`config.mk`:
```
export PLATFORM = sky130hd
export DESIGN_NAME = cpu
export DESIGN_NICKNAME = d
export VERILOG_FILES = /design/src/verilog/arch_defs_pkg.sv /design/src/verilog/cpu.sv /design/src/verilog/alu.sv /design/src/verilog/register_bank.sv /design/src/verilog/register_memory_address.sv /design/src/verilog/program_counter.sv /design/src/verilog/control_unit.sv
export SDC_FILE = /design/constraint.sdc
export NUM_CORES = 1
export LEC_CHECK = 0
export BUFFER_PORTS_ARGS = -buffer_cell sky130_fd_sc_hd__buf_2
export CORE_UTILIZATION = 61
export CTS_BUF_LIST = sky130_fd_sc_hd__clkbuf_8
export CTS_CLUSTER_SIZE = 24
export DETAILED_ROUTE_END_ITERATION = 16
export GPL_TIMING_DRIVEN = 0
export PLACE_DENSITY_LB_ADDON = 0.12
export SYNTH_ARGS = -nofsm -noshare
export SYNTH_HDL_FRONTEND = slang
export SYNTH_SLANG_ARGS = --single-unit
export TNS_END_PERCENT = 50
```
`constraint.sdc`:
```
create_clock -name clk -period 6.7 [get_ports clk]
set_clock_uncertainty 0.2 [all_clocks]
set_input_delay 1.34 -clock clk [delete_from_list [all_inputs] [get_ports clk]]
set_output_delay 1.34 -clock clk [all_outputs]
set_load 0.005 [all_outputs]
```
`src/verilog/arch_defs_pkg.sv`:
```
`default_nettype none

package arch_defs_pkg;

    // ====================================================================
    // Datapath widths
    // ====================================================================
    localparam int DATA_WIDTH = 8;
    localparam int ADDR_WIDTH = 16;

    typedef logic [DATA_WIDTH-1:0] data_t;
    typedef logic [ADDR_WIDTH-1:0] addr_t;

    // ====================================================================
    // Instruction set
    // ====================================================================
    // One byte per opcode, operands follow low byte first
    typedef logic [7:0] opcode_t;

    localparam opcode_t OP_NOP   = 8'h00;
    localparam opcode_t OP_LDI_A = 8'h01;
    localparam opcode_t OP_LDI_B = 8'h02;
    localparam opcode_t OP_LDA   = 8'h03;
    localparam opcode_t OP_STA   = 8'h04;
    // ALU group, always A op B into A
    localparam opcode_t OP_ADD   = 8'h10;
    localparam opcode_t OP_SUB   = 8'h11;
    localparam opcode_t OP_AND   = 8'h12;
    localparam opcode_t OP_OR    = 8'h13;
    localparam opcode_t OP_XOR   = 8'h14;
    localparam opcode_t OP_INR   = 8'h15;
    localparam opcode_t OP_DCR   = 8'h16;
    // Jumps with a 2-byte target
    localparam opcode_t OP_JMP   = 8'h20;
    localparam opcode_t OP_JZ    = 8'h21;
    localparam opcode_t OP_JC    = 8'h22;
    localparam opcode_t OP_HLT   = 8'hFF;

    // ALU operation select
    typedef enum logic [2:0] {
        ALU_ADD, ALU_SUB, ALU_AND, ALU_OR, ALU_XOR, ALU_INR, ALU_DCR
    } alu_op_t;

    // Flag register layout
    localparam int FLAG_COUNT = 3;
    localparam int FLAG_Z     = 0;
    localparam int FLAG_C     = 1;
    localparam int FLAG_N     = 2;

endpackage

`default_nettype wire
```
`src/verilog/cpu.sv`:
```
`default_nettype none

module cpu #(
    parameter arch_defs_pkg::addr_t RESET_VECTOR = 16'h0000
) (
    input  wire                        clk,
    input  wire                        rst_n,
    // Memory port
    output arch_defs_pkg::addr_t       mem_address,
    output logic                       mem_read,
    output logic                       mem_write,
    input  wire arch_defs_pkg::data_t  mem_data_in,
    output arch_defs_pkg::data_t       mem_data_out,
    // Status
    output logic                       halt,
    output logic                       flag_zero,
    output logic                       flag_carry,
    output logic                       flag_negative,
    // Debug taps
    output arch_defs_pkg::data_t       debug_a,
    output arch_defs_pkg::addr_t       debug_pc
);
    import arch_defs_pkg::*;

    data_t                 internal_bus;
    data_t                 a, b, t1, t2, alu_result;
    opcode_t               ir;
    addr_t                 pc_count;
    logic [FLAG_COUNT-1:0] flags;
    alu_op_t               alu_op;
    logic load_a, load_b, load_t1, load_t2, load_ir;
    logic load_mar_pc, load_mar_low, load_mar_high;
    logic load_pc_low, load_pc_high, pc_enable;
    logic alu_latch, load_flags, load_sets_zn;
    logic oe_ram, oe_alu, oe_a, oe_t1, oe_t2;

    // ====================================================================
    // Shared bus with one driver at a time by priority
    // ====================================================================
    assign internal_bus = oe_ram ? mem_data_in :
                          oe_alu ? alu_result  :
                          oe_a   ? a           :
                          oe_t1  ? t1          :
                          oe_t2  ? t2          : '0;

    // Memory side
    assign mem_read     = oe_ram;
    // A reaches the bus only for a store
    assign mem_write    = oe_a;
    assign mem_data_out = internal_bus;

    assign flag_zero     = flags[FLAG_Z];
    assign flag_carry    = flags[FLAG_C];
    assign flag_negative = flags[FLAG_N];
    assign debug_a       = a;
    assign debug_pc      = pc_count;

    // ====================================================================
    // Sequencer and datapath
    // ====================================================================
    control_unit u_control_unit (
        .clk(clk), .rst_n(rst_n), .opcode(ir), .flags(flags),
        .alu_op(alu_op), .halt(halt),
        .load_a(load_a), .load_b(load_b), .load_t1(load_t1),
        .load_t2(load_t2), .load_ir(load_ir),
        .load_mar_pc(load_mar_pc), .load_mar_low(load_mar_low),
        .load_mar_high(load_mar_high),
        .load_pc_low(load_pc_low), .load_pc_high(load_pc_high), .pc_enable(pc_enable),
        .alu_latch(alu_latch), .load_flags(load_flags), .load_sets_zn(load_sets_zn),
        .oe_ram(oe_ram), .oe_alu(oe_alu), .oe_a(oe_a), .oe_t1(oe_t1), .oe_t2(oe_t2)
    );

    program_counter #(.RESET_VECTOR(RESET_VECTOR)) u_program_counter (
        .clk(clk), .rst_n(rst_n), .enable(pc_enable),
        .load_low(load_pc_low), .load_high(load_pc_high),
        .bus_in(internal_bus), .count(pc_count)
    );

    register_memory_address u_register_memory_address (
        .clk(clk), .rst_n(rst_n), .load_pc(load_mar_pc),
        .load_low(load_mar_low), .load_high(load_mar_high),
        .bus_in(internal_bus), .pc_in(pc_count), .address(mem_address)
    );

    register_bank u_register_bank (
        .clk(clk), .rst_n(rst_n),
        .load_a(load_a), .load_b(load_b), .load_t1(load_t1),
        .load_t2(load_t2), .load_ir(load_ir), .bus_in(internal_bus),
        .a(a), .b(b), .t1(t1), .t2(t2), .ir(ir)
    );

    // ALU always works on A and B
    alu u_alu (
        .clk(clk), .rst_n(rst_n), .in_one(a), .in_two(b),
        .bus_in(internal_bus), .alu_op(alu_op), .latch(alu_latch),
        .load_flags(load_flags), .load_sets_zn(load_sets_zn),
        .result(alu_result), .flags(flags)
    );

endmodule

`default_nettype wire

```
`src/verilog/alu.sv`:
```
`default_nettype none

module alu (
    input  wire                                  clk,
    input  wire                                  rst_n,
    input  wire arch_defs_pkg::data_t            in_one,
    input  wire arch_defs_pkg::data_t            in_two,
    input  wire arch_defs_pkg::data_t            bus_in,
    input  wire arch_defs_pkg::alu_op_t          alu_op,
    input  wire                                  latch,
    input  wire                                  load_flags,
    input  wire                                  load_sets_zn,
    output arch_defs_pkg::data_t                 result,
    output logic [arch_defs_pkg::FLAG_COUNT-1:0] flags
);
    import arch_defs_pkg::*;

    // Carry out in the top bit
    logic [DATA_WIDTH:0]   wide;
    logic [FLAG_COUNT-1:0] flags_d;

    always_comb begin
        unique case (alu_op)
            ALU_ADD: wide = {1'b0, in_one} + {1'b0, in_two};
            // Top bit is the borrow when in_one < in_two
            ALU_SUB: wide = {1'b0, in_one} - {1'b0, in_two};
            ALU_AND: wide = {1'b0, in_one & in_two};
            ALU_OR:  wide = {1'b0, in_one | in_two};
            ALU_XOR: wide = {1'b0, in_one ^ in_two};
            // Increment and decrement pass the old carry through
            ALU_INR: wide = {flags[FLAG_C], in_one + DATA_WIDTH'(1)};
            ALU_DCR: wide = {flags[FLAG_C], in_one - DATA_WIDTH'(1)};
            default: wide = '0;
        endcase
    end

    // Loads take Z and N from the bus and clear C
    always_comb begin
        flags_d = '0;
        if (load_sets_zn) begin
            flags_d[FLAG_Z] = (bus_in == '0);
            flags_d[FLAG_N] = bus_in[DATA_WIDTH-1];
        end else begin
            flags_d[FLAG_Z] = (wide[DATA_WIDTH-1:0] == '0);
            flags_d[FLAG_C] = wide[DATA_WIDTH];
            flags_d[FLAG_N] = wide[DATA_WIDTH-1];
        end
    end

    // Result holds until it is moved onto the bus
    always_ff @(posedge clk) begin
        if (latch)
            result <= wide[DATA_WIDTH-1:0];
    end

    always_ff @(posedge clk or negedge rst_n) begin
        if (!rst_n)
            flags <= '0;
        else if (load_flags)
            flags <= flags_d;
    end

endmodule

`default_nettype wire

```
`src/verilog/register_bank.sv`:
```
`default_nettype none

module register_bank (
    input  wire                        clk,
    input  wire                        rst_n,
    input  wire                        load_a,
    input  wire                        load_b,
    input  wire                        load_t1,
    input  wire                        load_t2,
    input  wire                        load_ir,
    input  wire arch_defs_pkg::data_t  bus_in,
    output arch_defs_pkg::data_t       a,
    output arch_defs_pkg::data_t       b,
    output arch_defs_pkg::data_t       t1,
    output arch_defs_pkg::data_t       t2,
    output arch_defs_pkg::opcode_t     ir
);

    // All five registers listen to the shared bus
    // Only one load is active in any microstep
    always_ff @(posedge clk or negedge rst_n) begin
        if (!rst_n) begin
            a  <= '0;
            b  <= '0;
            t1 <= '0;
            t2 <= '0;
            // Cleared IR decodes as NOP
            ir <= '0;
        end else begin
            // Accumulator and second ALU operand
            if (load_a)
                a <= bus_in;
            if (load_b)
                b <= bus_in;
            // Operand bytes of address instructions
            if (load_t1)
                t1 <= bus_in;
            if (load_t2)
                t2 <= bus_in;
            if (load_ir)
                ir <= bus_in;
        end
    end

endmodule

`default_nettype wire

```
`src/verilog/register_memory_address.sv`:
```
`default_nettype none

module register_memory_address (
    input  wire                        clk,
    input  wire                        rst_n,
    input  wire                        load_pc,
    input  wire                        load_low,
    input  wire                        load_high,
    input  wire arch_defs_pkg::data_t  bus_in,
    input  wire arch_defs_pkg::addr_t  pc_in,
    output arch_defs_pkg::addr_t       address
);
    import arch_defs_pkg::*;

    // Drives the memory address directly
    // Fetch copies the full PC, LDA and STA build it byte by byte
    always_ff @(posedge clk or negedge rst_n) begin
        if (!rst_n) begin
            address <= '0;
        end else if (load_pc) begin
            address <= pc_in;
        end else if (load_low) begin
            address[DATA_WIDTH-1:0] <= bus_in;
        end else if (load_high) begin
            // High byte comes from temp 2
            address[ADDR_WIDTH-1:DATA_WIDTH] <= bus_in;
        end
    end

endmodule

`default_nettype wire

```
`src/verilog/program_counter.sv`:
```
`default_nettype none

module program_counter #(
    parameter arch_defs_pkg::addr_t RESET_VECTOR = 16'h0000
) (
    input  wire                        clk,
    input  wire                        rst_n,
    input  wire                        enable,
    input  wire                        load_low,
    input  wire                        load_high,
    input  wire arch_defs_pkg::data_t  bus_in,
    output arch_defs_pkg::addr_t       count
);
    import arch_defs_pkg::*;

    // Byte loads win over counting
    // Jump targets arrive low byte first, one per cycle
    always_ff @(posedge clk or negedge rst_n) begin
        if (!rst_n) begin
            // Program origin
            count <= RESET_VECTOR;
        end else if (load_low) begin
            count[DATA_WIDTH-1:0] <= bus_in;
        end else if (load_high) begin
            count[ADDR_WIDTH-1:DATA_WIDTH] <= bus_in;
        end else if (enable) begin
            count <= count + ADDR_WIDTH'(1);
        end
    end

endmodule

`default_nettype wire

```
`src/verilog/control_unit.sv`:
```
`default_nettype none

module control_unit (
    input  wire                                  clk,
    input  wire                                  rst_n,
    input  wire arch_defs_pkg::opcode_t          opcode,
    input  wire [arch_defs_pkg::FLAG_COUNT-1:0]  flags,
    output arch_defs_pkg::alu_op_t               alu_op,
    output logic                                 halt,
    // Register loads
    output logic load_a, load_b, load_t1, load_t2, load_ir,
    output logic load_mar_pc, load_mar_low, load_mar_high,
    output logic load_pc_low, load_pc_high, pc_enable,
    output logic alu_latch, load_flags, load_sets_zn,
    // Bus drivers
    output logic oe_ram, oe_alu, oe_a, oe_t1, oe_t2
);
    import arch_defs_pkg::*;

    typedef enum logic [3:0] {
        IDLE, FETCH_0, FETCH_1,
        EXEC_0, EXEC_1, EXEC_2, EXEC_3, EXEC_4, EXEC_5, EXEC_6,
        HALTED
    } state_t;

    // Bit positions in the strobe word
    localparam int S_LOAD_A = 0, S_LOAD_B = 1, S_LOAD_T1 = 2, S_LOAD_T2 = 3,
                   S_LOAD_IR = 4, S_MAR_PC = 5, S_MAR_LOW = 6, S_MAR_HIGH = 7,
                   S_PC_LOW = 8, S_PC_HIGH = 9, S_PC_EN = 10, S_ALU_LATCH = 11,
                   S_LOAD_FLAGS = 12, S_SETS_ZN = 13, S_OE_RAM = 14, S_OE_ALU = 15,
                   S_OE_A = 16, S_OE_T1 = 17, S_OE_T2 = 18, S_HALT = 19, S_COUNT = 20;

    state_t             state_q, state_d;
    logic [S_COUNT-1:0] strobe_q, strobe_d;
    logic               is_ldi, is_alu, is_jump, is_addr, jump_skip;

    // ====================================================================
    // Opcode classes
    // ====================================================================
    assign is_ldi  = (opcode == OP_LDI_A) || (opcode == OP_LDI_B);
    assign is_alu  = opcode inside {OP_ADD, OP_SUB, OP_AND, OP_OR, OP_XOR, OP_INR, OP_DCR};
    assign is_jump = opcode inside {OP_JMP, OP_JZ, OP_JC};
    assign is_addr = is_jump || (opcode == OP_LDA) || (opcode == OP_STA);
    // Conditional jump whose flag is clear
    assign jump_skip = ((opcode == OP_JZ) && !flags[FLAG_Z]) ||
                       ((opcode == OP_JC) && !flags[FLAG_C]);

    always_comb begin
        unique case (opcode)
            OP_SUB:  alu_op = ALU_SUB;
            OP_AND:  alu_op = ALU_AND;
            OP_OR:   alu_op = ALU_OR;
            OP_XOR:  alu_op = ALU_XOR;
            OP_INR:  alu_op = ALU_INR;
            OP_DCR:  alu_op = ALU_DCR;
            default: alu_op = ALU_ADD;
        endcase
    end

    // ====================================================================
    // Microstep sequencing
    // ====================================================================
    always_comb begin
        state_d = state_q;
        unique case (state_q)
            IDLE:    state_d = FETCH_0;
            FETCH_0: state_d = FETCH_1;
            FETCH_1: state_d = EXEC_0;
            // EXEC_0 already did PC to MAR, so NOP goes straight to the read
            EXEC_0: begin
                if (opcode == OP_HLT)
                    state_d = HALTED;
                else if (is_ldi || is_alu || is_addr)
                    state_d = EXEC_1;
                else
                    state_d = FETCH_1;
            end
            EXEC_1:  state_d = is_addr ? EXEC_2 : FETCH_0;
            EXEC_2:  state_d = EXEC_3;
            EXEC_3:  state_d = jump_skip ? FETCH_0 : EXEC_4;
            EXEC_4:  state_d = EXEC_5;
            EXEC_5:  state_d = is_jump ? FETCH_0 : EXEC_6;
            EXEC_6:  state_d = FETCH_0;
            HALTED:  state_d = HALTED;
            default: state_d = FETCH_0;
        endcase
    end

    // Strobes for the step being entered
    always_comb begin
        strobe_d = '0;
        unique case (state_d)
            FETCH_0, EXEC_2: strobe_d[S_MAR_PC] = 1'b1;
            FETCH_1, EXEC_3: begin
                strobe_d[S_OE_RAM]  = 1'b1;
                strobe_d[S_PC_EN]   = 1'b1;
                strobe_d[S_LOAD_IR] = (state_d == FETCH_1);
                strobe_d[S_LOAD_T2] = (state_d == EXEC_3);
            end
            // IR is still loading here, so this step is the same for all opcodes
            EXEC_0: begin
                strobe_d[S_MAR_PC]    = 1'b1;
                strobe_d[S_ALU_LATCH] = 1'b1;
            end
            EXEC_1: begin
                if (is_alu) begin
                    strobe_d[S_OE_ALU]     = 1'b1;
                    strobe_d[S_LOAD_A]     = 1'b1;
                    strobe_d[S_LOAD_FLAGS] = 1'b1;
                end else begin
                    strobe_d[S_OE_RAM]     = 1'b1;
                    strobe_d[S_PC_EN]      = 1'b1;
                    strobe_d[S_LOAD_A]     = (opcode == OP_LDI_A);
                    strobe_d[S_LOAD_B]     = (opcode == OP_LDI_B);
                    strobe_d[S_LOAD_T1]    = is_addr;
                    strobe_d[S_LOAD_FLAGS] = is_ldi;
                    strobe_d[S_SETS_ZN]    = is_ldi;
                end
            end
            // Operand bytes go to PC for jumps, to MAR otherwise
            EXEC_4: begin
                strobe_d[S_OE_T1]   = 1'b1;
                strobe_d[S_PC_LOW]  = is_jump;
                strobe_d[S_MAR_LOW] = !is_jump;
            end
            EXEC_5: begin
                strobe_d[S_OE_T2]    = 1'b1;
                strobe_d[S_PC_HIGH]  = is_jump;
                strobe_d[S_MAR_HIGH] = !is_jump;
            end
            EXEC_6: begin
                strobe_d[S_OE_RAM]     = (opcode == OP_LDA);
                strobe_d[S_LOAD_A]     = (opcode == OP_LDA);
                strobe_d[S_LOAD_FLAGS] = (opcode == OP_LDA);
                strobe_d[S_SETS_ZN]    = (opcode == OP_LDA);
                strobe_d[S_OE_A]       = (opcode == OP_STA);
            end
            HALTED:  strobe_d[S_HALT] = 1'b1;
            default: strobe_d = '0;
        endcase
    end

    always_ff @(posedge clk or negedge rst_n) begin
        if (!rst_n) begin
            state_q  <= IDLE;
            strobe_q <= '0;
        end else begin
            state_q  <= state_d;
            strobe_q <= strobe_d;
        end
    end

    // MSB first, matching the bit positions above
    assign {halt, oe_t2, oe_t1, oe_a, oe_alu, oe_ram,
            load_sets_zn, load_flags, alu_latch, pc_enable,
            load_pc_high, load_pc_low, load_mar_high, load_mar_low, load_mar_pc,
            load_ir, load_t2, load_t1, load_b, load_a} = strobe_q;

endmodule

`default_nettype wire

```
==> Yosys cells after proc, flatten, opt, wreduce, memory -nomap -nowiden <==
Cells that the tools add are included.
{ "totals": {"out_inout_bits": 54, "register_bits": 107, "inputBits": 10} }
{ "classes": {"eq_ne": 44, "reduce_logical": 26, "bitwise": 4, "mux": 47, "add_sub_neg": 5} }
{ "op_table": {"columns": ["operator", "n"], "rows": [
  ["$mux W8", 11],
  ["$pmux W9 S7", 1],
  ["$eq A8 B5 Y1 const B", 7],
  ["$pmux W4 S9", 1],
  ["$eq A4 B3 Y1 const B", 8],
  ["$mux W16", 2],
  ["$eq A8 B6 Y1 const B", 3],
  ["$eq A4 B4 Y1 const B", 5],
  ["$mux W1", 18],
  ["$pmux W3 S6", 1],
  ["$add A16 B1 Y16 const B", 1],
  ["$eq A4 B2 Y1 const B", 4],
  ["$eq A8 B2 Y1 const B", 2],
  ["$logic_not A8 Y1", 2],
  ["$add A8 B8 Y9", 1],
  ["$eq A3 B3 Y1 const B", 3],
  ["$mux W3", 3],
  ["$sub A8 B8 Y9", 1],
  ["$add A8 B1 Y8 const B", 1],
  ["$and A8 B8 Y8", 1],
  ["$eq A4 B1 Y1 const B", 2],
  ["$eq A8 B1 Y1 const B", 1],
  ["$eq A8 B3 Y1 const B", 1],
  ["$eq A8 B8 Y1 const B", 1],
  ["other kinds (23)", 45]
]} }

==> Depth between registers and ports, before layout <==
Gate-level depths: netlist of the first run.
{ "logic_depth": {"ltp_word": 11, "ltp_mapped": 16} }

==> By module <==
From an unflattened synthesis of the first run, not the netlist that was laid out.
{ "hier_totals": {"hier_cells": 689, "area_unflattened_um2": 7051.8} }
{ "by_module_without_submodules": {"columns": ["mod", "area_per_inst_um2", "n_inst", "cells_per_inst", "seq_area_each_um2"], "rows": [
  ["alu", 1813.0, 1, 221, 315.3],
  ["register_bank", 1657.8, 1, 85, 1001.0],
  ["control_unit", 1358.8, 1, 137, 600.6],
  ["program_counter", 1062.3, 1, 119, 400.4],
  ["register_memory_address", 859.6, 1, 79, 400.4],
  ["cpu", 300.3, 1, 48, 0.0]
]} }

==> Worst setup path after synthesis of the first run <==
OpenSTA, ideal clock, no wires.
{ "synth_path": {"path_type": "reg-to-reg", "from": "reg u_register_bank.ir[3]", "to": "reg u_alu.flags[2] in the netlist's numbering", "t_arrival_ns": 3.609, "path_stages_with_launch": 15, "synth_period_minus_slack_ns": 3.930, "path_slack_ns": 2.770, "setup_time_ns": 0.120, "t_required_ns": 6.380, "path_cell_list": "dfrtp_1 or3_1 or4_1 clkbuf_1 nor2_1 a21o_1 inv_1 ha_1 nor2b_1 o2111a_1 a2111oi_0 a21oi_1 mux2i_1 o211ai_1 a31o_2"} }
{ "synth_between": {"elab_chain_cells": 5, "elab_cells_between_ends": 16} }
{ "synth_rtl": {"columns": ["item", "line_no", "text"], "rows": [
  ["start, declared", "register_bank.sv:16", "output arch_defs_pkg::opcode_t ir"],
  ["start signal, assigned", "register_bank.sv:41", "ir <= bus_in;"],
  ["$eq A8 B5 Y1", "control_unit.sv:49", "unique case (opcode)"],
  ["$pmux W3 S6 (*)", "control_unit.sv:49", null],
  ["$eq A3 B3 Y1, or another cell as far along", "alu.sv:23", "unique case (alu_op)"],
  ["$pmux W9 S7 (*)", "alu.sv:23", null],
  ["$mux W1 (*)", "alu.sv:40", "if (load_sets_zn) begin"],
  ["end signal, assigned", "alu.sv:60", "flags <= flags_d;"],
  ["end, declared", "alu.sv:14", "output logic [arch_defs_pkg::FLAG_COUNT-1:0] flags"]
]} }
Every way passes the cells marked *; elsewhere a longest branch is shown, timed or not.
A chain may end at the register's enable or synchronous reset.

==> Final worst setup path of the first run <==
{ "layout_path": {"from": "reg u_register_bank.ir[1]", "to": "reg u_alu.flags[0] in the netlist's numbering"} }
{ "layout_between": {"elab_chain_cells": 6, "elab_cells_between_ends": 17} }
{ "layout_rtl": {"columns": ["item", "line_no", "text"], "rows": [
  ["$eq A8 B5 Y1", "control_unit.sv:49", null],
  ["$pmux W3 S6 (*)", "control_unit.sv:49", null],
  ["$eq A3 B3 Y1, or another cell as far along", "alu.sv:23", null],
  ["$pmux W9 S7 (*)", "alu.sv:23", null],
  ["$logic_not A8 Y1 (*)", "alu.sv:44", "flags_d[FLAG_Z] = (wide[DATA_WIDTH-1:0] == '0);"],
  ["$mux W1 (*)", "alu.sv:40", null]
]} }
Marked as above.

==> run metrics, run 1 <==
status finished clean; Post-CTS Resized 0; Critical Path Max Stage Delay 640 ps; Yosys Warn Count 0; met2 usage 0.491; pwr/cell area about 460 nW/um2; gr usage total 0.341; drt pass-1 iters 5; largest family of logic cells by synthesized area simple AND/OR/NAND/NOR gates; simple logic cell fraction of the synthesized area 0.185; Synth Area per Inst 9.20 um2; Final Hold Vio Count 0; Tmin final 4660 ps; initial core utilization 0.626; dpl cells 896; Mapped Area 6400 um2; Bufs and invs on worst path 4; worst hold path type reg -> reg; chip height 104 um; fin nets 812; vias in the first global route 5,397; Lkg Pwr between 3 and 4 nW; CTS tree yes; Gate power share 0.524; ys flop type dfrtp_1; number of diodes 0; clock share of power 0.122; H-tree depth 3; switching share of total power 0.467; initial antenna violation count 0; I/O pin cnt 64; CP max-delay cell a2111oi_0; drt wl/cell 19.7 um; CP max FO 10; Setup Crit Path Kind reg -> reg; final worst path period share 0.695; ys async rst share 0.925; syn nets between 700 and 800; row count 37; Yosys cell types 62; Die W 104 um; Congestion Overflow GR 0; CTS Buffer Depth 2; root buffer cell clkbuf_8; max-slew violation count 0; final cell count without fillers 913; post-synthesis sequential area ratio 0.424; pin count of the biggest net entering global routing 67; worst slew pin tran 1140 ps; total net switching power 1.53 mW; gpl congestion 0.942; met1 usage 0.516; Max-Cap Viols 0; Iter 0 DRT Violations 518; share of power burned in registers 0.354; Internal 1.74 mW; Synth Instances ~700; routing usage on met3 0.0639; EDFF count, synth 8; clock latency on the worst-skew pair just under 400 ps; first-pass GRT wire length approximately 29 mm; Compound-Gate Fraction of Synth Area 0.176; most used cell along the critical path clkbuf_1; Fmax approximately 210 MHz; Req. time, crit path 6780 ps; mux cell area share after synthesis 0.0762; Post-Synth XOR/XNOR Area 0.0328; core box area 10,200 um2; die area 10,900 um2; crit-path leading delay family compound AO/OA/AOI/OAI gates; Post-DRT Antenna Nets 0; Synth Area in Adders 0.0598; post-CTS setup buffers 0; RSZ-0062 raised after global routing false; crit path cell chain clkbuf_1 > clkbuf_1 > nand2b_1 > or4_1 > clkbuf_1 > nor2_1 > a21o_1 > inv_1 > ha_1 > nor2b_1 > o2111a_1 > a2111oi_0 > a21oi_1 > mux2i_1 > o211ai_1 > o31ai_1; Fill cells 847; CTS Sinks 107; Routed WL 18.0 mm; GRT Max-Usage Layer met1; share of layout cells above drive strength 1 0.149; Port Buffers 63; Post-CTS Hold Buffers 0; synthesis-stage register bit count roughly 110; Startpoint Class register; Layout area overhead 11.2%; Detailed Place HPWL 13.2 mm; Reg clk slew, reported paths 120 ps; setup TNS 0 ps; Arr. time, crit path 4740 ps; Worst setup EP type register; final setup vio count 0; Max IR drop VDD 0.270 mV; DR DRC count 0; Slew HR 0.236; CTS buffer count 9; Vias/cell 6.36; Vias 5,807
==> path summary, 6_finish.rpt <==
kind	depth (start not counted)	slack (ps)	to	startpoint
worst max-delay path	16	2040	u_alu.flags[0]	u_register_bank.ir[1]
worst min-delay path	1	330	u_register_bank.t2[6]	u_register_bank.t2[6]
worst max register to register	16	2040	u_alu.flags[0]	u_register_bank.ir[1]
worst min register to register	1	330	u_register_bank.t2[6]	u_register_bank.t2[6]
max in group asynchronous	2	4940	u_register_bank.ir[0]	rst_n
min in group asynchronous	1	680	u_register_memory_address.address[5]	rst_n
==> per-stage QoR <==
stage | instance area (um2) | total power, mW | hold WS (ps) | worst slack (ps) | util
after CTS | 7110 | 3.23 | 326 | 2120 | 0.695
after floorplan | 6400 | 2.24 | 281 | 2770 | -
after global routing | 7120 | 3.49 | 346 | 1700 | 0.696
final | 7120 | 3.28 | 328 | 2040 | 0.696
after global placement | 6890 | 2.76 | 292 | 2260 | 0.673
after detailed placement | 6920 | 2.83 | 300 | 2180 | 0.676
==> layout make-up <==
class | instances | area, um2 | share of cell area
timing repair buffer | 65 | 357 | 0.0501
sequential | 107 | 2720 | 0.382
buffer | 41 | 166 | 0.0234
clock inverter | 7 | 65.1 | 0.00914
multi-input combinational | 514 | 3390 | 0.476
clock buffer | 9 | 124 | 0.0174
inverter | 34 | 128 | 0.0179
tap | 136 | 170 | 0.0239
==> worst register-to-register path, cell delays in order, from the launching register on <==
cell,delay [ps]
dfrtp_1,380
clkbuf_1,190
clkbuf_1,270
nand2b_1,220
or4_1,420
clkbuf_1,260
nor2_1,160
a21o_1,150
inv_1,50
ha_1,250
nor2b_1,150
o2111a_1,230
a2111oi_0,640
a21oi_1,190
mux2i_1,270
o211ai_1,190
o31ai_1,330
==> synthesized netlist by cell type, types with 9 or more instances <==
cell / instances / area share
ha_1: 29 / 0.057
a21oi_1: 25 / 0.020
xnor2_1: 19 / 0.026
dfrtp_1: 99 / 0.39
nor2_1: 45 / 0.026
nand2_1: 79 / 0.046
and3_1: 9 / 0.0088
o21ai_0: 65 / 0.051
nand3_1: 16 / 0.013
inv_1: 34 / 0.020
nand2b_1: 11 / 0.011
mux2_2: 22 / 0.039
nand4_1: 10 / 0.0098
nor2b_1: 18 / 0.018
nor4_1: 10 / 0.0098
o31ai_1: 9 / 0.011
nor3_1: 17 / 0.013
mux2i_1: 24 / 0.038
clkbuf_1: 35 / 0.021
==> layer usage <==
metal,vias up,share of wire,wire length [um]
met4,0,0.024,425
met2,321,0.43,7800
met5,-,0,0
li1,2639,-,-
met1,2807,0.43,7760
met3,40,0.11,1990
==> kinds of logic after synthesis <==
family          count (synthesis)
simple gates                  241
mux                            46
xor+xnor                       24
buf+inv                        75
fa+ha+maj                      30
compound gates                173
flops                         107
==> cell usage in the layout (no fill, tap or decap), drive strengths merged, types with 9 or more instances in the layout <==
| cell | count |
|---|---|
| mux2 | 22 |
| clkbuf | 45 |
| nor3 | 17 |
| inv | 38 |
| nand4 | 10 |
| dfrtp | 99 |
| nand2b | 11 |
| nor2b | 18 |
| a21oi | 25 |
| ha | 29 |
| nor4 | 10 |
| buf | 70 |
| and3 | 9 |
| o31ai | 9 |
| mux2i | 24 |
| nand3 | 16 |
| o21ai | 65 |
| nor2 | 45 |
| nand2 | 79 |
| xnor2 | 19 |
==> sequential cells by signal (all words and copies together) (netlist names) <==
| register | flops |
|---|---|
| u_register_bank.ir | 8 |
| u_register_bank.t2 | 8 |
| u_alu.result | 8 |
| u_register_bank.t1 | 8 |
| u_program_counter.count | 16 |
| u_register_bank.b | 8 |
| u_register_memory_address.address | 16 |
| u_control_unit.strobe_q | 20 |
| u_alu.flags | 3 |
| u_control_unit.state_q | 4 |
| u_register_bank.a | 8 |
==> power by group through the flow <==
stage / Clock [mW] / Combinational (mW) / Sequential [mW]
floorplan: 0 / 1.15 / 1.09
global placement: 0 / 1.61 / 1.15
detailed placement: 0 / 1.67 / 1.16
CTS: 0.400 / 1.68 / 1.15
global route: 0.422 / 1.88 / 1.18
finish: 0.399 / 1.72 / 1.16
Power figures use the tool's default switching activity.
==> inputs of run 2 (changes only) <==
clock period = 4.89 ns   (was 6.7 ns; I/O delays follow)
==> run metrics, run 2 (same netlist as run 1, synthesis figures left out) <==
Max-Cap Viols 0; Largest register FFs 20; Tmin final 4390 ps; Routed WL 17.9 mm; Congestion Overflow GR 0; CP max FO 10; total power about 4.5 mW; Max IR drop VDD between 0.3 and 0.4 mV; setup TNS 0 ps; drt pass-1 iters 5; worst hold slack 322 ps; CTS buffer count 9; die area between 10,000 and 15,000 um2; worst slew pin tran around 1100 ps; final setup vio count 0; Die W 104 um; Detailed Place HPWL around 13 mm; CTS tree yes; commonest non-fill, non-tap cell in the layout dfrtp_1; Setup Crit Path Kind reg -> reg; gpl congestion roughly 0.94; Post-CTS Hold Buffers 0; Bufs and invs on worst path 3; Fmax 228 MHz; Layout area overhead 11.3%; CTS Sinks 107; first-pass GRT wire length ~29 mm; Vias 5,785; Final Hold Vio Count 0; crit-path leading delay family simple AND/OR/NAND/NOR gates; pin count of the biggest net entering global routing 67; I/O pin cnt 64; Startpoint Class register; Worst setup EP type register; Vias/cell 6.34; status finished clean; root buffer cell clkbuf_8; reg2reg start u_register_bank.ir[1]; final worst path period share 0.899; vias in the first global route 5,397; biggest regs u_control_unit.strobe_q (20), u_program_counter.count (16), u_register_memory_address.address (16); Slew HR 0.279; Req. time, crit path 4970 ps; Post-CTS Resized 0; post-CTS setup buffers 0; initial core utilization 0.626; clock latency on the worst-skew pair roughly 400 ps; initial antenna violation count 0; Worst setup startpoint u_register_bank.ir[1]; worst hold path type in -> async; number of diodes 0; Iter 0 DRT Violations 589; most frequent cells in the layout dfrtp_1, nand2_1, o21ai_0; core box area 10,200 um2; Reg clk slew, reported paths 110 ps; Port Buffers 63; gr usage total 0.341; Arr. time, crit path between 4000 and 5000 ps; fin nets 812; final worst slack 495 ps; Core Util, Final 0.696; DR DRC count 0; crit path cell chain clkbuf_1 > clkbuf_1 > nand2b_1 > or4_1 > clkbuf_1 > a21o_1 > fa_1 > nand2b_1 > a21oi_1 > nor3_1 > a211o_1 > or4_1 > o31ai_1; Post-DRT Antenna Nets 0; pwr/cell area 631 nW/um2; H-tree depth 3; Critical Path Max Stage Delay 550 ps; max-slew violation count 0; CTS Buffer Depth 2; CP max-delay cell or4_1; Largest Register u_control_unit.strobe_q; DP Worst Slack approximately 370 ps; Lkg Pwr 3.09 nW; chip height 104 um; most used cell along the critical path clkbuf_1; RSZ-0062 raised after global routing false; row count 37; drt wl/cell 19.6 um; share of layout cells above drive strength 1 0.151
==> run 2: worst paths after layout <==
kind                                                        end  slack, ps  cells past startpoint
max in group asynchronous                  u_register_bank.b[0]       3470                      2
min in group clk                          u_register_bank.t2[0]        320                      1
max                                              u_alu.flags[0]        500                     13
min                        u_register_memory_address.address[5]        320                      1
max reg2reg                                      u_alu.flags[0]        500                     13
min reg2reg                               u_register_bank.t2[0]        320                      1
==> run 2: power breakdown <==
part	switching [mW]	total, mW	internal, mW
sequential	0.349	1.59	1.24
combinational	1.40	2.36	0.959
clock	0.346	0.545	0.199
==> run 2: metal layers <==
layer	up-vias	part of all wire	global-route usage
li1	2644	-	-
met1	2816	0.44	0.516
met2	290	0.43	0.491
met3	35	0.10	0.0639
met4	0	0.023	0.115
met5	-	0	0
==> run 2: through the flow <==
step,std cells,area [um2]
after floorplan,696,6400
after global placement,895,6890
after detailed placement,896,6920
after CTS,912,7110
after global routing,913,7120
final,913,7120
==> run 2: cell type report <==
class                           instances  area, um2
Sequential cell                       107       2720
Buffer                                 41        166
Clock inverter                          7       65.1
Fill cell                             846       3110
Tap cell                              136        170
Timing Repair Buffer                   65        357
Multi-Input combinational cell        514       3400
Clock buffer                            9        124
Inverter                               34        128
==> inputs of run 3 (changes only) <==
CORE_MARGIN = 2   (was not set)
PLACE_DENSITY = 0.92   (was not set)
PLACE_DENSITY_LB_ADDON = not set   (was 0.12)
==> run metrics, run 3 (same netlist as run 1, synthesis figures left out) <==
initial antenna violation count 0; chip height around 110 um; final worst path period share 0.921; CTS tree yes; first-pass GRT wire length 28.3 mm; Largest register FFs 20; Setup Crit Path Kind reg -> reg; met2 WL 8.31 mm; Fill cells 801; Fmax 222 MHz; share of layout cells above drive strength 1 0.149; core box area 10,300 um2; CTS Buffer Depth 2; row count 37; pwr/cell area 632 nW/um2; die area 11,300 um2; DR DRC count 0; number of diodes 0; Congestion Overflow GR 0; CP max FO 9; R2R cell count 14; Lkg Pwr 3.09 nW; gpl congestion 0.996; status finished clean; Slew HR 0.172; total power 4.49 mW; vias in the first global route around 5,500; worst hold path type reg -> reg; Post-CTS Resized 0; most frequent cells in the layout dfrtp_1, nand2_1, o21ai_0; root buffer cell clkbuf_8; drt wl/cell 19.5 um; Detailed Place HPWL 13.0 mm; Final Hold Vio Count 0; Arr. time, crit path between 4000 and 5000 ps; RSZ-0062 raised after global routing false; clock latency on the worst-skew pair 380 ps; setup TNS 0 ps; drt pass-1 iters 6; Post-CTS Hold Buffers 0; Vias 5,821; final setup vio count 0; Largest Register u_control_unit.strobe_q; biggest regs u_control_unit.strobe_q (20), u_program_counter.count (16), u_register_memory_address.address (16); pin count of the biggest net entering global routing 59; Req. time, crit path around 5000 ps; Metal-1 WL 7.24 mm; Worst setup startpoint u_register_bank.ir[3]; R2R Setup Slk 390 ps; worst setup path endpoint u_alu.flags[0]; reg2reg start u_register_bank.ir[3]; Tmin final roughly 4500 ps; Worst setup EP type register; max-slew violation count 0; gr usage total 0.322; FF-to-FF End u_alu.flags[0]; initial core utilization 0.623; worst slew pin tran 1230 ps; commonest non-fill, non-tap cell in the layout dfrtp_1; Startpoint Class register; Max Used Layer met4; Reg clk slew, reported paths ~110 ps; CTS buffer count 9; metal3 WL 1.66 mm; CTS Sinks 107; Routed WL roughly 18 mm; Port Buffers 63; post-CTS setup buffers 0; Max IR drop VDD roughly 0.30 mV; I/O pin cnt 64; fin nets 811; Max-Cap Viols 0; Iter 0 DRT Violations around 550; Post-DRT Antenna Nets 0; Layout area overhead 11.1%; Die W 106 um; H-tree depth 3; Vias/cell about 6.4
==> run 3: routing by layer <==
layer  up-vias  GRT usage
met5         -          0
met2       309      0.508
met3        49     0.0490
met1      2810      0.452
li1       2653          -
met4         0      0.124
==> run 3: worst min-delay path by stage <==
| stage | start | endpoint | slack, ps | cells after the start |
|---|---|---|---|---|
| 2_1_floorplan | u_register_bank.t1[4] | u_register_bank.t1[4] | 280 | 1 |
| 3_3_place_gp | u_register_bank.t2[0] | u_register_bank.t2[0] | 290 | 1 |
| 3_5_place_dp | u_register_bank.t2[0] | u_register_bank.t2[0] | 300 | 1 |
| 4_1_cts | u_register_bank.t2[0] | u_register_bank.t2[0] | 320 | 1 |
| 5_1_grt | u_register_bank.t2[7] | u_register_bank.t2[7] | 340 | 1 |
| 6_report | u_register_bank.t1[7] | u_register_bank.t1[7] | 320 | 1 |
==> run 3: worst max-delay path, cell delays in order (launching register included) <==
cell and delay, ps:
dfrtp_1 450, or3_1 510, or4_1 500, clkbuf_1 240, nor2_1 140, a21o_1 140, inv_1 50, ha_1 250
nor2b_1 150, o2111a_1 230, a2111oi_0 650, xnor2_1 130, a211oi_1 400, o211ai_1 160, o31ai_1 210
==> run 3: where the power goes <==
group / switching [mW] / internal, mW
sequential: 0.339 / 1.24
combinational: 1.42 / 0.948
clock: 0.336 / 0.210
total: 2.10 / 2.40
==> run 3: cell type report <==
cell class                      count  area (um2)  share of cell area
Buffer                             41         166              0.0234
Clock buffer                       10         138              0.0194
Multi-Input combinational cell    514        3400               0.478
Inverter                           34         128              0.0179
Timing Repair Buffer               64         338              0.0475
Sequential cell                   107        2720               0.382
Tap cell                          136         170              0.0239
Clock inverter                      6        57.6             0.00809
==> run 3: per-stage QoR <==
stage | utilization | setup slack [ps] | hold WS (ps) | cell area [um2] | cells
floorplan | - | 960 | 281 | 6400 | 696
global placement | 0.670 | 494 | 289 | 6890 | 895
detailed placement | 0.672 | 460 | 299 | 6910 | 896
CTS | 0.691 | 431 | 324 | 7110 | 912
global route | 0.692 | 109 | 335 | 7110 | 912
finish | 0.692 | 385 | 323 | 7110 | 912
